`src/hw/obi_pkg.sv`:
```
// OBI data bus types
`default_nettype none

package obi_pkg;

  // Checksum widths
  localparam int ACHK_W = 12;
  localparam int RCHK_W = 5;

  typedef logic [31:0]       addr_t;
  typedef logic [31:0]       data_t;
  typedef logic [3:0]        be_t;
  typedef logic [2:0]        prot_t;
  typedef logic [1:0]        memtype_t;
  typedef logic [5:0]        atop_t;
  typedef logic [ACHK_W-1:0] achk_t;
  typedef logic [RCHK_W-1:0] rchk_t;

  // Request packet without the checksum, which travels on its own wire
  typedef struct packed {
    addr_t    addr;
    logic     we;
    be_t      be;
    prot_t    prot;
    memtype_t memtype;
    logic     dbg;
    data_t    wdata;
  } obi_req_t;

  typedef struct packed {
    data_t rdata;
    logic  err;
    rchk_t rchk;
  } obi_resp_t;

endpackage

`default_nettype wire

```
`src/hw/integrity_pkg.sv`:
```
// Integrity unit definitions
`default_nettype none

package integrity_pkg;

  // Outstanding requests allowed on the bus
  localparam int ATTR_DEPTH = 2;
  localparam int ATTR_PTR_W = (ATTR_DEPTH > 1) ? $clog2(ATTR_DEPTH) : 1;
  localparam int ATTR_CNT_W = $clog2(ATTR_DEPTH + 1);

  // Error/exokay bit in the response checksum
  localparam int RCHK_ERR_BIT = 4;

  // Attributes kept per accepted request
  typedef struct packed {
    logic store;
    logic gnt_err;
  } req_attr_t;

  // Faults seen in one cycle
  typedef struct packed {
    logic gnt;
    logic rvalid;
    logic rchk;
  } fault_t;

endpackage

`default_nettype wire

```
`src/hw/achk_gen.sv`:
```
// Request checksum generator
`timescale 1ns/1ps
`default_nettype none

module achk_gen (
  input  logic              req,
  input  obi_pkg::obi_req_t req_pkt,
  output obi_pkg::achk_t    achk,
  output logic              reqpar
);
  import obi_pkg::*;

  // Atomics are not supported
  atop_t atop;

  assign atop = '0;

  always_comb begin
    achk = '0;
    // One parity bit per address byte and per write-data byte
    for (int i = 0; i < 4; i++) begin
      achk[i]     = ^req_pkt.addr[8*i +: 8];
      achk[8 + i] = ^req_pkt.wdata[8*i +: 8];
    end
    achk[4] = ~^{req_pkt.prot, req_pkt.memtype};
    achk[5] = ~^{req_pkt.be, req_pkt.we};
    achk[6] = ~^req_pkt.dbg;
    achk[7] = ^atop;
  end

  // Request parity is the inverse of the request strobe
  assign reqpar = ~req;

endmodule

`default_nettype wire

```
`src/hw/rchk_check.sv`:
```
// Response checksum check
`timescale 1ns/1ps
`default_nettype none

module rchk_check (
  input  logic               rvalid,
  input  obi_pkg::obi_resp_t resp,
  input  logic               is_store,
  input  logic               enabled,
  output logic               rchk_fault
);
  import obi_pkg::*;
  import integrity_pkg::*;

  rchk_t rchk_calc;
  logic  exokay;
  logic  mismatch;

  // No exclusive accesses, so exokay never comes back set
  assign exokay = 1'b0;

  always_comb begin
    rchk_calc = '0;
    for (int i = 0; i < 4; i++) begin
      rchk_calc[i] = ^resp.rdata[8*i +: 8];
    end
    rchk_calc[RCHK_ERR_BIT] = resp.err ^ exokay;
  end

  // Store responses carry no data, only the error bit is protected
  assign mismatch = is_store ?
                    (resp.rchk[RCHK_ERR_BIT] != rchk_calc[RCHK_ERR_BIT]) :
                    (resp.rchk != rchk_calc);

  assign rchk_fault = rvalid && enabled && mismatch;

endmodule

`default_nettype wire

```
`src/hw/req_attr_fifo.sv`:
```
// Outstanding request attribute buffer
`timescale 1ns/1ps
`default_nettype none

module req_attr_fifo (
  input  logic                    clk_i,
  input  logic                    rst,
  input  logic                    push,
  input  integrity_pkg::req_attr_t push_attr,
  input  logic                    pop,
  output integrity_pkg::req_attr_t head_attr,
  output logic                    full
);
  import integrity_pkg::*;

  req_attr_t             mem [ATTR_DEPTH];
  logic [ATTR_PTR_W-1:0] wr_ptr;
  logic [ATTR_PTR_W-1:0] rd_ptr;
  logic [ATTR_CNT_W-1:0] count;
  logic                  do_pop;

  // A response with nothing outstanding is ignored
  assign do_pop = pop && (count != '0);

  always_ff @(posedge clk_i) begin
    if (push) begin
      mem[wr_ptr] <= push_attr;
    end
  end

  always_ff @(posedge clk_i) begin
    if (rst) begin
      wr_ptr <= '0;
      rd_ptr <= '0;
      count  <= '0;
    end else begin
      if (push) begin
        wr_ptr <= (wr_ptr == ATTR_PTR_W'(ATTR_DEPTH - 1)) ? '0 : wr_ptr + 1'b1;
      end
      if (do_pop) begin
        rd_ptr <= (rd_ptr == ATTR_PTR_W'(ATTR_DEPTH - 1)) ? '0 : rd_ptr + 1'b1;
      end
      // Simultaneous push and pop keep the count
      if (push && !do_pop) begin
        count <= count + 1'b1;
      end else if (!push && do_pop) begin
        count <= count - 1'b1;
      end
    end
  end

  assign head_attr = mem[rd_ptr];
  assign full      = (count == ATTR_CNT_W'(ATTR_DEPTH));

endmodule

`default_nettype wire

```
`src/hw/integrity_ctrl.sv`:
```
// Integrity control and alert
`timescale 1ns/1ps
`default_nettype none

module integrity_ctrl (
  input  logic                    clk_i,
  input  logic                    rst,
  input  logic                    cfg_we,
  input  logic                    cfg_enable,
  input  logic                    core_req,
  input  logic                    bus_gnt,
  input  logic                    bus_gntpar,
  input  logic                    bus_rvalid,
  input  logic                    bus_rvalidpar,
  input  logic                    fifo_full,
  input  logic                    rchk_fault,
  input  integrity_pkg::req_attr_t head_attr,
  output logic                    integrity_enabled,
  output logic                    bus_req,
  output logic                    core_gnt,
  output logic                    push,
  output logic                    pop,
  output logic                    gnt_fault,
  output logic                    core_integrity_err,
  output logic                    alert_major
);
  import integrity_pkg::*;

  logic   enable_q;
  logic   alert_q;
  fault_t faults;

  // Integrity checking is on out of reset
  always_ff @(posedge clk_i) begin
    if (rst) begin
      enable_q <= 1'b1;
    end else if (cfg_we) begin
      enable_q <= cfg_enable;
    end
  end

  assign integrity_enabled = enable_q;

  // A response arriving this cycle frees a slot for the next request
  assign bus_req  = core_req && (!fifo_full || bus_rvalid);
  assign core_gnt = bus_req && bus_gnt;
  assign push     = core_gnt;
  assign pop      = bus_rvalid;

  // Parity wires must always be the inverse of their strobes
  assign faults.gnt    = (bus_gntpar == bus_gnt);
  assign faults.rvalid = (bus_rvalidpar == bus_rvalid);
  assign faults.rchk   = rchk_fault;

  assign gnt_fault = faults.gnt;

  assign core_integrity_err = bus_rvalid &&
                              (faults.rchk || faults.rvalid || head_attr.gnt_err);

  always_ff @(posedge clk_i) begin
    if (rst) begin
      alert_q <= 1'b0;
    end else begin
      alert_q <= |faults;
    end
  end

  assign alert_major = alert_q;

endmodule

`default_nettype wire

```
`src/hw/obi_integrity_top.sv`:
```
// Data bus integrity unit
`timescale 1ns/1ps
`default_nettype none

module obi_integrity_top (
  input  logic               clk_i,
  input  logic               rst,
  // Core load/store port
  input  logic               core_req,
  input  obi_pkg::obi_req_t  core_req_pkt,
  output logic               core_gnt,
  output logic               core_rvalid,
  output obi_pkg::data_t     core_rdata,
  output logic               core_err,
  output logic               core_integrity_err,
  // Configuration
  input  logic               cfg_we,
  input  logic               cfg_enable,
  output logic               integrity_enabled,
  // Memory bus
  output logic               bus_req,
  output logic               bus_reqpar,
  output obi_pkg::obi_req_t  bus_req_pkt,
  output obi_pkg::achk_t     bus_achk,
  input  logic               bus_gnt,
  input  logic               bus_gntpar,
  input  logic               bus_rvalid,
  input  logic               bus_rvalidpar,
  input  obi_pkg::obi_resp_t bus_resp,
  output logic               alert_major
);
  import integrity_pkg::*;

  req_attr_t push_attr;
  req_attr_t head_attr;
  logic      push;
  logic      pop;
  logic      fifo_full;
  logic      gnt_fault;
  logic      rchk_fault;

  // Request and response payloads pass through unchanged
  assign bus_req_pkt = core_req_pkt;
  assign core_rvalid = bus_rvalid;
  assign core_rdata  = bus_resp.rdata;
  assign core_err    = bus_resp.err;

  assign push_attr.store   = core_req_pkt.we;
  assign push_attr.gnt_err = gnt_fault;

  achk_gen i_achk_gen (
    .req     (bus_req),
    .req_pkt (core_req_pkt),
    .achk    (bus_achk),
    .reqpar  (bus_reqpar)
  );

  rchk_check i_rchk_check (
    .rvalid     (bus_rvalid),
    .resp       (bus_resp),
    .is_store   (head_attr.store),
    .enabled    (integrity_enabled),
    .rchk_fault (rchk_fault)
  );

  req_attr_fifo i_req_attr_fifo (
    .clk_i     (clk_i),
    .rst       (rst),
    .push      (push),
    .push_attr (push_attr),
    .pop       (pop),
    .head_attr (head_attr),
    .full      (fifo_full)
  );

  integrity_ctrl i_integrity_ctrl (
    .clk_i              (clk_i),
    .rst                (rst),
    .cfg_we             (cfg_we),
    .cfg_enable         (cfg_enable),
    .core_req           (core_req),
    .bus_gnt            (bus_gnt),
    .bus_gntpar         (bus_gntpar),
    .bus_rvalid         (bus_rvalid),
    .bus_rvalidpar      (bus_rvalidpar),
    .fifo_full          (fifo_full),
    .rchk_fault         (rchk_fault),
    .head_attr          (head_attr),
    .integrity_enabled  (integrity_enabled),
    .bus_req            (bus_req),
    .core_gnt           (core_gnt),
    .push               (push),
    .pop                (pop),
    .gnt_fault          (gnt_fault),
    .core_integrity_err (core_integrity_err),
    .alert_major        (alert_major)
  );

endmodule

`default_nettype wire

```
`config.mk`:
```
export PLATFORM = sky130hd
export DESIGN_NAME = obi_integrity_top
export DESIGN_NICKNAME = d
export VERILOG_FILES = /design/src/hw/obi_pkg.sv /design/src/hw/integrity_pkg.sv /design/src/hw/achk_gen.sv /design/src/hw/rchk_check.sv /design/src/hw/req_attr_fifo.sv /design/src/hw/integrity_ctrl.sv /design/src/hw/obi_integrity_top.sv
export SDC_FILE = /design/constraint.sdc
export NUM_CORES = 1
export LEC_CHECK = 0
export ABC_AREA = 1
export BUFFER_PORTS_ARGS = -buffer_cell sky130_fd_sc_hd__buf_2
export CORE_ASPECT_RATIO = 0.75
export CORE_MARGIN = 8
export CORE_UTILIZATION = 40
export CTS_BUF_LIST = sky130_fd_sc_hd__clkbuf_2 sky130_fd_sc_hd__clkbuf_4 sky130_fd_sc_hd__clkbuf_8
export CTS_CLUSTER_SIZE = 28
export DETAILED_ROUTE_END_ITERATION = 8
export PLACE_DENSITY = 0.95
export SYNTH_ARGS = -nofsm -noshare
export SYNTH_HDL_FRONTEND = slang
export SYNTH_SLANG_ARGS = --single-unit
```
`constraint.sdc`:
```
create_clock -name clk_i -period 4.4 [get_ports clk_i]
set_input_delay 0.88 -clock clk_i [delete_from_list [all_inputs] [get_ports clk_i]]
set_output_delay 0.88 -clock clk_i [all_outputs]
set_load 0.02 [all_outputs]
```
==> impl_metrics.json <==
{
  "grt-ovfl-total": 0,
  "wire_per_inst_um": 13.0,
  "setup_tns_ns": 0,
  "synth_nets": 459,
  "post_cts_resize_count": 0,
  "final_nets": 601,
  "critPathCaptureType": "primary output",
  "die_w_um": 105,
  "dr.pass1.iters": 4,
  "pwr-share-clk_pct": 13.3,
  "dp_cells": 551,
  "syn-cell-area_mm2": 0.00240,
  "holdWs_ns": 0.510,
  "post_cts_buffers": 0,
  "synth_area_leader_cell": "buf_4",
  "cts_hold_buf": 0,
  "clockBufferDepth": 2,
  "finClkSkew_ns": 0.00234,
  "hold_class": "flop to flop",
  "die-area_mm2": 0.00875,
  "yosysWarningCount": 0,
  "cts_buffers": 3,
  "synth_top_area_share_pct": 34.5,
  "fmax_ghz": 0.330,
  "cts-root-buf": "clkbuf_8",
  "power_uw": 754,
  "rsz0062_at_grt": "no",
  "maxCapViolations": 0,
  "drt_iter0_drc": 27,
  "grt_start_max_net_pins": 8,
  "ys_seq_area_share_pct": 10.9,
  "gp_congestion": 0.768,
  "synth-seq-cells": 11,
  "grt_pass1_wl_mm": 11.5,
  "area_growth_pct": 23.1,
  "drv_slew": 0,
  "initial_core_util_pct": 41.3,
  "leakagePower_uw": 0.00175,
  "grt_usage_pct": 15.3,
  "fin_crit_ns": 3.03,
  "die_height_um": 83.0,
  "rows": 24,
  "p_comb_share_pct": 68.9,
  "cts_tree": "yes",
  "fin_crit_sh_pct": 68.8,
  "startpoint_type": "input pin",
  "cts_max_level": 1,
  "routed_via_density": 4.19,
  "crit_fanout": 2,
  "vias": 2326,
  "hold_viol_final": 0,
  "synthTopCellsByArea": "buf_4 (34%), xnor2_1 (24%), nand2_1 (8.9%)",
  "diodes": 0,
  "cp.required_ns": 3.52,
  "drive_above_1_share_pct": 53.2,
  "switching_share_pct": 47.0,
  "antenna_found_initial": 0,
  "final_cells": 555,
  "finalSetupViolCount": 0,
  "clk_pin_slew_ns": 0.05,
  "crit_type": "input pin to primary output",
  "dp_hpwl_mm": 6.91,
  "io_buffer_count": 247,
  "ir_worst_vdd_mv": 0.171,
  "syn_avg_cell_area_um2": 7.13,
  "coreArea_mm2": 0.00580,
  "worstSkewPairLatency_ns": 0.23,
  "status": "finished clean",
  "first_global_vias": 2576,
  "ant_nets": 0,
  "cts_sinks": 11,
  "synth_cell_types": 18,
  "p_int_uw": 400,
  "drcViolationCount": 0,
  "seqPwrFrac_pct": 17.7,
  "syn_inst": 336,
  "io_pins": 249,
  "drt-total-wl_mm": 7.24,
  "power.density_mw_per_mm2": 256,
  "power.switching_uw": 355,
  "cp_data_arrival_time_ns": 2.15
}
==> cells in the final DEF (no fill, tap or decap), drive strengths merged <==
master,count
xor2,22
o21a,1
ha,1
o21ai,2
a21oi,5
conb,1
dfxtp,7
edfxtp,4
clkinv,1
inv,34
nor3b,3
nand3,14
nand2,59
xnor2,65
mux2i,2
buf,247
nor2,6
clkbuf,3
==> routing by layer <==
layer | global-route usage, % | share of wire [%] | vias to the layer above
li1 | - | - | 1188
met1 | 13.2 | 34 | 1021
met2 | 32.6 | 57 | 113
met3 | 5.17 | 8.8 | 4
met4 | 2.71 | 0.43 | 0
met5 | 0 | 0 | -
==> synth_stat cells <==
master    number
nand2_2        2
nor2_1         6
inv_1         33
xor2_1        22
xnor2_1       65
nand2_1       57
dfxtp_1        7
buf_4        110
a21oi_1        5
nor3b_1        3
nand3_1       14
o21a_1         1
conb_1         1
o21ai_0        2
edfxtp_1       4
ha_1           1
mux2i_1        2
inv_2          1
==> area by class of cell <==
| type | count | area (um2) |
|---|---|---|
| clock buffers | 3 | 41.3 |
| repair buffers | 247 | 1240 |
| multi-input cells | 181 | 1180 |
| well taps | 78 | 97.6 |
| fillers | 562 | 2850 |
| clock inverters | 1 | 5.00 |
| inverters | 34 | 128 |
| flip-flops and latches | 11 | 260 |
==> logic make-up (layout without fill, tap and decap cells) <==
kind of cell             after synthesis  in the layout  synth area share [%]
adder cells (fa/ha/maj)                1              1                 0.522
XOR/XNOR                              87             87                  31.8
flip-flops                            11             11                  10.9
other                                  1              1                 0.157
AO/OA/AOI/OAI                          8              8                  1.78
multiplexers                           2              2                 0.836
buffers and inverters                144            285                  39.8
AND/OR/NAND/NOR                       82             82                  14.3
==> power by group through the flow <==
stage,Clock [uW],Combinational (uW),Sequential [uW]
global placement,0,515,135
CTS,104,530,134
finish,100,520,134
floorplan,0,397,136
global route,107,571,137
detailed placement,0,527,136
==> worst paths after layout <==
| kind | from | endpoint | slack, ns | cells after the start |
|---|---|---|---|---|
| setup / recovery | bus_resp[13] | core_integrity_err | 1.37 | 16 |
| hold / removal | i_integrity_ctrl.integrity_enabled | i_integrity_ctrl.integrity_enabled | 0.51 | 2 |
| setup reg to reg | i_req_attr_fifo.count[0] | i_req_attr_fifo.count[1] | 2.71 | 11 |
| hold reg to reg | i_integrity_ctrl.integrity_enabled | i_integrity_ctrl.integrity_enabled | 0.51 | 2 |
==> critical path: stages <==
cell and delay (ns):
buf_2 0.11, xnor2_1 0.22, inv_1 0.06, nand3_1 0.08
nand2_1 0.06, nand2_1 0.05, nand2_1 0.04, nor2_1 0.11
nand2_1 0.07, nand2_1 0.05, nand2_1 0.04, nand2_1 0.08
nand3_1 0.07, nand2_1 0.06, inv_1 0.03, buf_2 0.15
==> through the flow <==
stage | setup WS [ns] | instance area, um2 | util (%)
floorplan | 1.72 | 2400 | -
global placement | 1.35 | 2900 | 50.1
detailed placement | 1.34 | 2900 | 50.1
CTS | 1.34 | 2950 | 50.9
global route | 1.13 | 2950 | 50.9
finish | 1.37 | 2950 | 50.9
==> registers in the layout, summed over array words and instances (netlist names), named ones only <==
signal	cells
i_req_attr_fifo.rd_ptr	1
i_req_attr_fifo.mem	4
i_integrity_ctrl.alert_major	1
i_req_attr_fifo.wr_ptr	1
i_req_attr_fifo.count	2
i_integrity_ctrl.integrity_enabled	1
Power figures use the tool's default switching activity.
